[src/design/timing_config.svh]
`ifndef TIMING_CONFIG_SVH
`define TIMING_CONFIG_SVH

`define TIMING_USEC_DIV      50     // mclk cycles per microsecond (50 MHz)
`define TIMING_NUM_CHN       2      // trigger channels
`define TIMING_USEC_MAX      999999 // last microsecond of a second

// register addresses
`define TIMING_REG_SET_USEC  0      // microseconds shadow
`define TIMING_REG_SET_SEC   1      // seconds, applies shadow too
`define TIMING_REG_PERIOD    2      // trigger period
`define TIMING_REG_MODE      3      // bit 0 triggered mode, bits 2:1 channel enables

`endif

[src/design/timing_pkg.sv]
package timing_pkg;

    typedef logic [31:0] sec_t;      // seconds count
    typedef logic [19:0] usec_t;     // microseconds in the second, 0..999999
    typedef logic [7:0]  ts_byte_t;  // one byte of a serialized timestamp

    typedef logic [3:0]  reg_addr_t; // register write address
    typedef logic [31:0] reg_data_t; // register write data

    typedef logic [31:0] period_t;   // trigger period, mclk cycles

    // timestamp serializer
    typedef enum logic [1:0] {
        SER_IDLE = 2'd0,             // waiting for snap
        SER_PRE  = 2'd1,             // pre-strobe cycle
        SER_SEND = 2'd2              // eight data bytes
    } ser_state_t;

endpackage

[src/design/timing_cfg_if.sv]
`timescale 1ns/1ps
`include "timing_config.svh"

interface timing_cfg_if;
    import timing_pkg::*;

    logic                       set_stb;     // one-cycle rtc load pulse
    sec_t                       set_sec;     // seconds to load
    usec_t                      set_usec;    // microseconds to load
    period_t                    trig_period; // trigger period in mclk cycles
    logic                       trig_mode;   // triggered mode on
    logic [`TIMING_NUM_CHN-1:0] chn_en;      // per-channel trigger enable

    modport regs (
        output set_stb, set_sec, set_usec,
        output trig_period, trig_mode, chn_en
    );

    modport rtc (
        input set_stb, set_sec, set_usec
    );

    modport trig (
        input trig_period, trig_mode, chn_en
    );

endinterface

[src/design/timing_regs.sv]
`timescale 1ns/1ps
`include "timing_config.svh"

module timing_regs (
    input  logic                  mclk,
    input  logic                  rst_n,
    input  timing_pkg::reg_addr_t cmd_addr,       // write address
    input  timing_pkg::reg_data_t cmd_data,       // write data
    input  logic                  cmd_stb,        // one-cycle write strobe
    timing_cfg_if.regs            cfg,
    output logic                  triggered_mode  // mode bit to pins
);
    import timing_pkg::*;

    usec_t                      usec_shadow;  // waits for the seconds write
    sec_t                       sec_reg;
    period_t                    period_reg;
    logic                       mode_reg;
    logic [`TIMING_NUM_CHN-1:0] chn_en_reg;
    logic                       set_stb_r;    // delayed SET_SEC write
    logic                       wr_usec;
    logic                       wr_sec;
    logic                       wr_period;
    logic                       wr_mode;
    usec_t                      usec_clamped;

    assign wr_usec   = cmd_stb && (cmd_addr == reg_addr_t'(`TIMING_REG_SET_USEC));
    assign wr_sec    = cmd_stb && (cmd_addr == reg_addr_t'(`TIMING_REG_SET_SEC));
    assign wr_period = cmd_stb && (cmd_addr == reg_addr_t'(`TIMING_REG_PERIOD));
    assign wr_mode   = cmd_stb && (cmd_addr == reg_addr_t'(`TIMING_REG_MODE));

    // saturate out-of-range microseconds
    assign usec_clamped = (cmd_data > reg_data_t'(`TIMING_USEC_MAX)) ?
                          usec_t'(`TIMING_USEC_MAX) : usec_t'(cmd_data);

    always_ff @(posedge mclk or negedge rst_n) begin
        if (!rst_n) begin
            usec_shadow <= '0;
            sec_reg     <= '0;
            period_reg  <= '0;
            mode_reg    <= 1'b0;
            chn_en_reg  <= '0;
            set_stb_r   <= 1'b0;
        end else begin
            set_stb_r <= wr_sec;                                    // high the cycle after write
            if (wr_usec)   usec_shadow <= usec_clamped;
            if (wr_sec)    sec_reg     <= cmd_data;
            if (wr_period) period_reg  <= cmd_data;
            if (wr_mode) begin
                mode_reg   <= cmd_data[0];
                chn_en_reg <= cmd_data[`TIMING_NUM_CHN:1];          // bits 2:1
            end
        end
    end

    assign cfg.set_stb     = set_stb_r;
    assign cfg.set_sec     = sec_reg;
    assign cfg.set_usec    = usec_shadow;                           // loaded with the seconds
    assign cfg.trig_period = period_reg;
    assign cfg.trig_mode   = mode_reg;
    assign cfg.chn_en      = chn_en_reg;
    assign triggered_mode  = mode_reg;

endmodule

[src/design/rtc_counter.sv]
`timescale 1ns/1ps
`include "timing_config.svh"

module rtc_counter #(
    parameter int USEC_DIV = `TIMING_USEC_DIV  // mclk cycles per microsecond
) (
    input  logic              mclk,
    input  logic              rst_n,
    timing_cfg_if.rtc         cfg,
    output timing_pkg::sec_t  live_sec,   // current seconds
    output timing_pkg::usec_t live_usec   // current microseconds
);
    import timing_pkg::*;

    localparam int PRE_W = $clog2(USEC_DIV + 1);

    logic [PRE_W-1:0] pre_cnt;    // counts mclk within one microsecond
    logic             usec_tick;  // last prescaler cycle
    logic             usec_wrap;  // second boundary

    assign usec_tick = (pre_cnt == PRE_W'(USEC_DIV - 1));
    assign usec_wrap = (live_usec == usec_t'(`TIMING_USEC_MAX));

    always_ff @(posedge mclk or negedge rst_n) begin
        if (!rst_n) begin
            pre_cnt   <= '0;
            live_sec  <= '0;
            live_usec <= '0;
        end else if (cfg.set_stb) begin
            pre_cnt   <= '0;              // restart prescaler on load
            live_sec  <= cfg.set_sec;
            live_usec <= cfg.set_usec;
        end else if (usec_tick) begin
            pre_cnt <= '0;
            if (usec_wrap) begin
                live_usec <= '0;          // carry into seconds
                live_sec  <= live_sec + sec_t'(1);
            end else begin
                live_usec <= live_usec + usec_t'(1);
            end
        end else begin
            pre_cnt <= pre_cnt + PRE_W'(1);
        end
    end

endmodule

[src/design/trig_gen.sv]
`timescale 1ns/1ps
`include "timing_config.svh"

module trig_gen (
    input  logic                       mclk,
    input  logic                       rst_n,
    timing_cfg_if.trig                 cfg,
    output logic [`TIMING_NUM_CHN-1:0] trig   // one-cycle per-channel pulses
);
    import timing_pkg::*;

    period_t                    cnt;           // cycles into the current period
    period_t                    cnt_eff;       // count seen this cycle
    period_t                    period_q;      // last cycle's config, for restart
    logic                       mode_q;
    logic [`TIMING_NUM_CHN-1:0] chn_en_q;
    logic                       run;
    logic                       restart;
    logic                       period_pulse;

    assign run     = cfg.trig_mode && (cfg.trig_period != '0);
    assign restart = (cfg.trig_period != period_q) || (cfg.trig_mode != mode_q) ||
                     (cfg.chn_en != chn_en_q);           // a MODE or PERIOD write
    assign cnt_eff = restart ? '0 : cnt;                 // new config counts from zero
    assign period_pulse = run && (cnt_eff == cfg.trig_period - period_t'(1));

    always_ff @(posedge mclk or negedge rst_n) begin
        if (!rst_n) begin
            cnt      <= '0;
            period_q <= '0;
            mode_q   <= 1'b0;
            chn_en_q <= '0;
            trig     <= '0;
        end else begin
            period_q <= cfg.trig_period;
            mode_q   <= cfg.trig_mode;
            chn_en_q <= cfg.chn_en;
            if (!run || period_pulse)
                cnt <= '0;                               // held while stopped
            else
                cnt <= cnt_eff + period_t'(1);
            trig <= period_pulse ? cfg.chn_en : '0;      // fan out through enables
        end
    end

endmodule

[src/design/ts_snapshot.sv]
`timescale 1ns/1ps

module ts_snapshot (
    input  logic                 mclk,
    input  logic                 rst_n,
    input  timing_pkg::sec_t     sec,      // live seconds
    input  timing_pkg::usec_t    usec,     // live microseconds
    input  logic                 snap,     // take a snapshot
    output logic                 pre_stb,  // one cycle before the first byte
    output timing_pkg::ts_byte_t ts_data   // serialized timestamp
);
    import timing_pkg::*;

    ser_state_t  state;
    logic [2:0]  byte_cnt;  // byte being shown
    logic [63:0] img;       // {usec, sec}, shifted right per byte
    logic        take;

    assign take = (state == SER_IDLE) && snap;  // snaps while busy are dropped

    always_ff @(posedge mclk) begin
        if (take)
            img <= {32'(usec), sec};            // seconds go out first
        else if (state != SER_IDLE)
            img <= {8'h00, img[63:8]};
    end

    always_ff @(posedge mclk or negedge rst_n) begin
        if (!rst_n) begin
            state    <= SER_IDLE;
            byte_cnt <= '0;
            pre_stb  <= 1'b0;
            ts_data  <= '0;
        end else begin
            pre_stb <= take;
            case (state)
                SER_IDLE: begin
                    if (take) state <= SER_PRE;
                end
                SER_PRE: begin
                    ts_data  <= img[7:0];       // sec byte 0
                    byte_cnt <= '0;
                    state    <= SER_SEND;
                end
                SER_SEND: begin
                    if (byte_cnt == 3'd7) begin
                        ts_data <= '0;          // quiet between messages
                        state   <= SER_IDLE;
                    end else begin
                        ts_data  <= img[7:0];
                        byte_cnt <= byte_cnt + 3'd1;
                    end
                end
                default: state <= SER_IDLE;
            endcase
        end
    end

endmodule

[src/design/timing_top.sv]
`timescale 1ns/1ps
`include "timing_config.svh"

module timing_top #(
    parameter int USEC_DIV = `TIMING_USEC_DIV       // mclk cycles per microsecond
) (
    input  logic                       mclk,
    input  logic                       rst_n,
    input  timing_pkg::reg_addr_t      cmd_addr,
    input  timing_pkg::reg_data_t      cmd_data,
    input  logic                       cmd_stb,
    input  logic                       ts_logger_snap,  // logger snapshot request
    output logic                       triggered_mode,
    output logic [`TIMING_NUM_CHN-1:0] trig_chn,        // one-cycle triggers
    output logic                       ts_stb_chn0,
    output timing_pkg::ts_byte_t       ts_data_chn0,
    output logic                       ts_stb_chn1,
    output timing_pkg::ts_byte_t       ts_data_chn1,
    output logic                       ts_logger_stb,
    output timing_pkg::ts_byte_t       ts_logger_data,
    output timing_pkg::sec_t           live_sec,
    output timing_pkg::usec_t          live_usec
);

    timing_cfg_if cfg_if ();                            // regs to rtc and triggers

    timing_regs regs_i (
        .mclk           (mclk),
        .rst_n          (rst_n),
        .cmd_addr       (cmd_addr),
        .cmd_data       (cmd_data),
        .cmd_stb        (cmd_stb),
        .cfg            (cfg_if.regs),
        .triggered_mode (triggered_mode)
    );

    rtc_counter #(.USEC_DIV(USEC_DIV)) rtc_i (
        .mclk      (mclk),
        .rst_n     (rst_n),
        .cfg       (cfg_if.rtc),
        .live_sec  (live_sec),
        .live_usec (live_usec)
    );

    trig_gen trig_gen_i (
        .mclk  (mclk),
        .rst_n (rst_n),
        .cfg   (cfg_if.trig),
        .trig  (trig_chn)
    );

    ts_snapshot snap_chn0_i (
        .mclk    (mclk),        .rst_n   (rst_n),
        .sec     (live_sec),    .usec    (live_usec),
        .snap    (trig_chn[0]), // stamped by its own trigger
        .pre_stb (ts_stb_chn0), .ts_data (ts_data_chn0)
    );

    ts_snapshot snap_chn1_i (
        .mclk    (mclk),        .rst_n   (rst_n),
        .sec     (live_sec),    .usec    (live_usec),
        .snap    (trig_chn[1]),
        .pre_stb (ts_stb_chn1), .ts_data (ts_data_chn1)
    );

    ts_snapshot snap_logger_i (
        .mclk    (mclk),          .rst_n   (rst_n),
        .sec     (live_sec),      .usec    (live_usec),
        .snap    (ts_logger_snap),
        .pre_stb (ts_logger_stb), .ts_data (ts_logger_data)
    );

endmodule

[config.mk]
export PLATFORM = sky130hd
export DESIGN_NAME = timing_top
export DESIGN_NICKNAME = d
export VERILOG_FILES = /design/src/design/timing_pkg.sv /design/src/design/timing_cfg_if.sv /design/src/design/timing_regs.sv /design/src/design/rtc_counter.sv /design/src/design/trig_gen.sv /design/src/design/ts_snapshot.sv /design/src/design/timing_top.sv
export VERILOG_INCLUDE_DIRS = /design/src /design/src/design
export SDC_FILE = /design/constraint.sdc
export NUM_CORES = 1
export LEC_CHECK = 0
export ABC_CLOCK_PERIOD_IN_PS = 11500
export BUFFER_PORTS_ARGS = -buffer_cell sky130_fd_sc_hd__buf_2
export CORE_UTILIZATION = 45
export DETAILED_ROUTE_END_ITERATION = 7
export REMOVE_ABC_BUFFERS = 1
export SYNTH_ARGS = -nofsm -noshare
export SYNTH_HDL_FRONTEND = slang
export SYNTH_SLANG_ARGS = --single-unit
[constraint.sdc]
create_clock -name mclk -period 11.5 [get_ports mclk]
set_clock_uncertainty 0.15 [all_clocks]
set_input_delay 2.3 -clock mclk [delete_from_list [all_inputs] [get_ports mclk]]
set_output_delay 2.3 -clock mclk [all_outputs]
set_load 0.01 [all_outputs]
==> results of run 1 <==
## through the flow
stage	total power [mW]	area [sq um]	utilization, %
after global routing	5.133	22210	51.43
final	4.872	22210	51.43
after detailed placement	3.508	20820	48.22
after floorplan	3.096	19320	-
after CTS	4.909	22210	51.43
after global placement	3.474	20820	48.22
## cell usage in the layout (no fill, tap or decap), drive strengths merged, types with 6 or more instances in the layout
cell	netlist	layout
nand3	68	68
and2	8	8
nor3	62	62
xnor2	80	80
o31ai	7	7
nand2	204	204
clkinv	0	6
edfxtp	156	156
a31oi	7	7
a22o	15	15
and3	46	46
buf	21	138
or4	13	13
clkbuf	79	70
o21ai	112	112
xor2	39	39
nor2	82	82
a21oi	55	55
nand2b	11	11
o22a	16	16
o22ai	9	9
nand4	26	26
dfrtp	257	257
or3	10	10
nor2b	7	7
inv	52	55
nor4	27	27
nor3b	9	9
a22oi	6	6
mux2	165	165
ha	25	25
or2	7	7
## cells by family after synthesis
family,Yosys count,share of synthesized area [%]
and+or+nand+nor,600,15.02
DFF,413,56.31
AOI/OAI and AO/OA,275,8.716
muxes,169,9.616
buffers and inverters,152,3.131
xor gates and xnor gates,122,5.622
adders and majority gates,25,1.585
## worst paths after layout
path / startpoint / to / depth (start not counted)
worst max-delay path: cmd_addr[3] / regs_i.cfg.set_usec[4] / 7
worst min register to register: regs_i.cfg.chn_en[1] / trig_gen_i.chn_en_q[1] / 0
max in group asynchronous: rst_n / rtc_i.pre_cnt[5] / 2
worst min-delay path: regs_i.cfg.chn_en[1] / trig_gen_i.chn_en_q[1] / 0
worst max register to register: regs_i.cfg.trig_period[4] / trig_gen_i.trig[1] / 10
min in group asynchronous: rst_n / snap_chn0_i.ts_data[0] / 1
## final cells by class
cell class	count	area, sq um
Clock buffer	70	1260
Clock inverter	11	127.6
Fill cell	3869	20970
Inverter	52	195.2
Multi-Input combinational cell	1191	8030
Sequential cell	413	11120
Tap cell	585	732.0
Timing Repair Buffer	138	743.2
## power by group through the flow
stage | Sequential (mW) | Combinational, mW | Clock [mW]
after global routing | 2.47 | 1.20 | 1.47
after detailed placement | 2.44 | 1.07 | 0
after global placement | 2.43 | 1.05 | 0
after floorplan | 2.36 | 0.733 | 0
final | 2.42 | 1.07 | 1.39
after CTS | 2.42 | 1.08 | 1.41
## layer usage
metal	track usage [%]	wire, um
met3	3.486	2881
met5	0	0
met2	37.27	24010
met1	34.56	24370
met4	7.696	1355
## worst reg2reg max path: cells and delay by family, from the launching register on
kind	cells	cell delay, ns
AOI/OAI and AO/OA	1	0.30
xor gates and xnor gates	1	0.18
DFF	1	0.51
and+or+nand+nor	7	2.96
buffers and inverters	1	0.34
==> metrics.csv, run 1 <==
stage,metric,value,unit
pwr,P_leak,9.188,nW
cts,cts hold-fix bufs,0,
global_route,total track usage,23.99,%
yosys,"flops & latches, synth",413,
sta,worst hold slack,0.2835,ns
final_layout,antenna cells,0,
yosys,Synth warnings,0,
detailed_routing,Residual DRC,0,
final_layout,filler-free cell count of the finished design,2460,
floorplanning,initial core utilization,45.72,%
setup_path,"Critical Path, Cell by Cell","buf_2, nor2_1, nand2_1, nor3_2, nand4_1, or2_2, o22a_1",
global_route,vias in the first global route,13510,
yosys,asr flop ratio synth,62.23,%
cts,CTS root buffer,clkbuf_16,
run,Max Cap Violations,0,
setup_path,Critical Path AT,5.11,ns
yosys,post-synth top area share,32.58,%
pwr,Comb pwr share,21.9,%
cts,H-tree Lvls,2,
sta,Max Freq,208.4,MHz
sta,RSZ-0062 raised after global routing,no,
cts,"CTS clk-pin slew, worst paths",0.06,ns
sta,Final period util,41.73,%
pwr,Psw,1.472,mW
yosys,ranking of synthesized cells by area,"dfrtp_1, edfxtp_1, mux2_2, nand2_1, xnor2_1",
sta,Slew Limit Fails,0,
placement,port bufs,121,
pwr,Sequential Power Share,49.6,%
global_route,largest net degree at the start of global routing,109,
final_layout,share of layout cells above drive strength 1,20.53,%
setup_path,worst endpoint required time,11.81,ns
detailed_routing,starting DRC count in detailed routing,1177,
cts,clock sinks,413,
global_route,grt ovf,0,
placement,dpl ws,6.143,ns
final_layout,Area Growth Syn to Fin,12.49,%
pwr,P_int,3.400,mW
setup_path,kind of critical path,in2reg,
final_layout,largest registers,"snap_chn0_i.img (52), snap_chn1_i.img (52), snap_logger_i.img (52)",
setup_path,CP Buf/Inv Count,1,
yosys,"EDFF count, synth",156,
cts,Setup Buffers After CTS,0,
cts,worst skew pair latency,0.58,ns
global_route,initial antenna violation count,0,
sta,fin crit period,4.799,ns
sta,Setup TNS,0,ns
pwr,PD cells,219.4,nW/um^2
sta,final hold vios,0,
yosys,Unique masters post-synth,68,
yosys,"area leader, netlist",dfrtp_1,
global_route,first-pass GRT wire length,81410,um
floorplanning,Cell Rows,76,
sta,relative slew slack,19.10,%
pwr,maximum VDD drop,111.5,uV
yosys,"Top FF cell, synth",dfrtp_1,
setup_path,"slowest stage delay, CP",0.91,ns
placement,hpwl dp,36490,um
sta,Worst-Margin Slew,1.207,ns
status,run status,"complete, no violations",
detailed_routing,final WL,52620,um
yosys,ranking of synthesized cells by instance count,"dfrtp_1, nand2_1, mux2_2",
setup_path,CP max stage cell,nor3_2,
sta,Final Worst Setup Slack,6.701,ns
setup_path,CP endpoint kind,register,
setup_path,startpoint class of the critical path,primary input,
setup_path,CP max FO,13,
setup_path,"CP delay by family, top",simple AND/OR/NAND/NOR gates,
cts,CTS resizes,0,
pwr,Sw Share,30.22,%
detailed_routing,DRT antenna net count,0,
worst_hold_path,HP Class,reg2reg,
final_layout,nets,1906,
pwr,Clock Power Share,28.5,%
yosys,Syn Inst Count,1756,
detailed_routing,TritonRoute pass-1 iters,5,
setup_path,"setup slack, reg-to-reg",6.99,ns
floorplanning,Core Region,43170,sq um
yosys,post-synthesis sequential area ratio,56.31,%
cts,Max clock buf depth,3,
detailed_routing,WL per Instance,21.39,um
yosys,most common cell in the netlist,dfrtp_1,
yosys,Mapped Area,19740,sq um
placement,Placed Cells incl. Taps,2379,
floorplanning,DIE HEIGHT,211.4,um
floorplanning,Chip Width,211.4,um
sta,Setup-failing EPs final,0,
floorplanning,die area,44710,sq um
cts,CTS tree,built,
floorplanning,IO Pins,122,
yosys,syn avg cell area,11.24,sq um
placement,Placer Congestion,0.9191,
detailed_routing,DR vias,13900,
detailed_routing,Via density,5.652,
cts,CTS Buf Count,45,
Power figures use the tool's default switching activity.
==> run 2, diff against run 1 <==
--- a/config.mk
+++ b/config.mk
@@ -6,7 +6,7 @@
 export SDC_FILE = /design/constraint.sdc
 export NUM_CORES = 1
 export LEC_CHECK = 0
-export ABC_CLOCK_PERIOD_IN_PS = 11500
+export ABC_CLOCK_PERIOD_IN_PS = 4500
 export BUFFER_PORTS_ARGS = -buffer_cell sky130_fd_sc_hd__buf_2
 export CORE_UTILIZATION = 45
 export DETAILED_ROUTE_END_ITERATION = 7
==> constraint.sdc (replaced) <==
create_clock -name mclk -period 4.5 [get_ports mclk]
set_clock_uncertainty 0.15 [all_clocks]
set_input_delay 0.9 -clock mclk [delete_from_list [all_inputs] [get_ports mclk]]
set_output_delay 0.9 -clock mclk [all_outputs]
set_load 0.01 [all_outputs]
==> run 2 against run 1 <==
Sequential share of layout area decreased by 0.85 points. Sequential cell count unchanged. Register-to-register slack got worse by 6.6 ns. Critical path depth increased by 5. Worst setup slack got worse by 6.3 ns. Count of clock-buffer cells in the layout decreased by 6. Worst hold slack got worse by 0.17 ns. Wire length increased by 4.0%. Critical path type is now reg2reg. Critical endpoint is now trig_gen_i.trig[1]. Highest routed layer unchanged.
==> metrics.csv, run 2 (synthesis results as in run 1) <==
stage,metric,value,unit
cts,clock sinks,413,
setup_path,CP max FO,34,
setup_path,"most used cell, CP",nor4_1,
sta,final hold vios,0,
detailed_routing,final WL,54720,um
setup_path,worst endpoint required time,4.86,ns
sta,Max Freq,244.3,MHz
cts,H-tree Lvls,2,
placement,Placed Cells incl. Taps,2408,
cts,Max clock buf depth,3,
detailed_routing,Via density,5.705,
detailed_routing,DR vias,14200,
pwr,Comb pwr share,22.8,%
setup_path,FF-to-FF End,trig_gen_i.trig[1],
final_layout,filler-free cell count of the finished design,2489,
final_layout,filler cell count in the final layout,3885,
detailed_routing,Residual DRC,0,
final_layout,share of layout cells above drive strength 1,22.33,%
pwr,Psw,3.867,mW
sta,Setup-failing EPs final,0,
pwr,P_leak,9.414,nW
setup_path,"CP delay by family, top",simple AND/OR/NAND/NOR gates,
setup_path,"slowest stage delay, CP",0.59,ns
sta,Worst-Margin Slew,1.205,ns
sta,relative slew slack,19.45,%
sta,Final Worst Setup Slack,0.4065,ns
setup_path,Critical R2R Launch,regs_i.cfg.trig_period[0],
global_route,grt ovf,0,
setup_path,CP endpoint kind,register,
pwr,P_int,8.887,mW
cts,CTS tree,built,
final_layout,final core utilization,52.32,%
global_route,initial antenna violation count,0,
final_layout,most frequent cells in the layout,"dfrtp_1, nand2_1, mux2_2, edfxtp_1, buf_2",
cts,CTS root buffer,clkbuf_16,
cts,worst skew pair latency,0.59,ns
setup_path,CP Buf/Inv Count,2,
cts,"CTS clk-pin slew, worst paths",0.06,ns
pwr,PD cells,564.6,nW/um^2
setup_path,startpoint class of the critical path,register,
pwr,Sw Share,30.32,%
sta,Slew Limit Fails,0,
floorplanning,Cell Rows,76,
setup_path,kind of critical path,reg2reg,
cts,Setup Buffers After CTS,0,
status,run status,"complete, no violations",
floorplanning,die area,44710,sq um
floorplanning,initial core utilization,45.72,%
global_route,largest net degree at the start of global routing,75,
final_layout,nets,1935,
pwr,maximum VDD drop,311.7,uV
floorplanning,Chip Width,211.4,um
sta,Final period util,90.97,%
sta,Setup TNS,0,ns
floorplanning,DIE HEIGHT,211.4,um
pwr,Design Power,12.75,mW
floorplanning,IO Pins,122,
placement,hpwl dp,38490,um
setup_path,"setup slack, reg-to-reg",0.41,ns
setup_path,CP max stage cell,or3b_1,
global_route,vias in the first global route,13690,
setup_path,Crit. path cell count,12,
detailed_routing,starting DRC count in detailed routing,1129,
detailed_routing,WL per Instance,21.99,um
detailed_routing,TritonRoute pass-1 iters,5,
placement,Placer Congestion,0.9136,
sta,fin crit period,4.093,ns
setup_path,"Critical Path, Cell by Cell","inv_1, ha_1, or3b_1, nor4_1, nand2_1, xnor2_1, a2111oi_0, o2111ai_1, nor4_1, and4_1, buf_12, and3_1",
global_route,first-pass GRT wire length,83620,um
cts,CTS Buf Count,45,
cts,cts hold-fix bufs,0,
global_route,total track usage,24.79,%
final_layout,largest registers,"snap_chn0_i.img (52), snap_chn1_i.img (52), snap_logger_i.img (52)",
cts,CTS resizes,0,
final_layout,Area Growth Syn to Fin,14.44,%
placement,port bufs,121,
final_layout,"commonest non-fill, non-tap cell in the layout",dfrtp_1,
sta,RSZ-0062 raised after global routing,no,
setup_path,Reg2Reg Depth,12,
placement,dpl ws,0.4347,ns
floorplanning,Core Region,43170,sq um
setup_path,Critical Path AT,4.46,ns
detailed_routing,DRT antenna net count,0,
pwr,Sequential Power Share,47.9,%
worst_hold_path,HP Class,in2async,
run,Max Cap Violations,0,
pwr,Clock Power Share,29.4,%
==> run 2: through the flow <==
| step | hold slack, ns | instance area [sq um] |
|---|---|---|
| 2_1_floorplan | 0.2500 | 19320 |
| 3_3_place_gp | 0.2691 | 21070 |
| 3_5_place_dp | 0.2786 | 21070 |
| 4_1_cts | 0.1121 | 22590 |
| 5_1_grt | 0.1405 | 22590 |
| 6_report | 0.1101 | 22590 |
==> run 2: worst max path at each step <==
stage	from	endpoint	slack, ns
floorplan	regs_i.cfg.trig_period[4]	trig_gen_i.trig[0]	0.35
global placement	regs_i.cfg.trig_period[8]	trig_gen_i.trig[1]	0.51
detailed placement	regs_i.cfg.trig_period[0]	trig_gen_i.trig[1]	0.43
CTS	regs_i.cfg.trig_period[0]	trig_gen_i.trig[0]	0.42
global route	regs_i.cfg.trig_period[0]	trig_gen_i.trig[0]	0.10
finish	regs_i.cfg.trig_period[0]	trig_gen_i.trig[1]	0.41
==> run 2: final cells by class <==
| class | count | area, sq um | share of cell area [%] |
|---|---|---|---|
| Sequential cell | 413 | 11120 | 49.21 |
| Inverter | 52 | 195.2 | 0.8641 |
| Clock inverter | 16 | 176.4 | 0.7810 |
| Antenna cell | 1 | 2.502 | 0.01108 |
| Clock buffer | 64 | 1338 | 5.921 |
| Timing Repair Buffer | 167 | 998.5 | 4.420 |
| Multi-Input combinational cell | 1191 | 8030 | 35.55 |
| Tap cell | 585 | 732.0 | 3.240 |
==> run 2: power groups by stage <==
stage | registers (mW) | clock network (mW) | logic (mW)
floorplan | 6.04 | 0 | 1.87
global placement | 6.13 | 0 | 2.85
detailed placement | 6.16 | 0 | 2.90
CTS | 6.11 | 3.82 | 2.93
global route | 6.23 | 3.94 | 3.23
finish | 6.11 | 3.74 | 2.90
==> run 2: routing by layer <==
metal / wire (um) / part of all wire [%] / vias to the layer above / global-route usage, %
li1: - / - / 6542 / -
met1: 25260 / 46 / 7111 / 35.54
met2: 24810 / 45 / 448 / 38.43
met3: 2997 / 5.5 / 99 / 4.065
met4: 1647 / 3.0 / 0 / 7.771
met5: 0 / 0 / - / 0
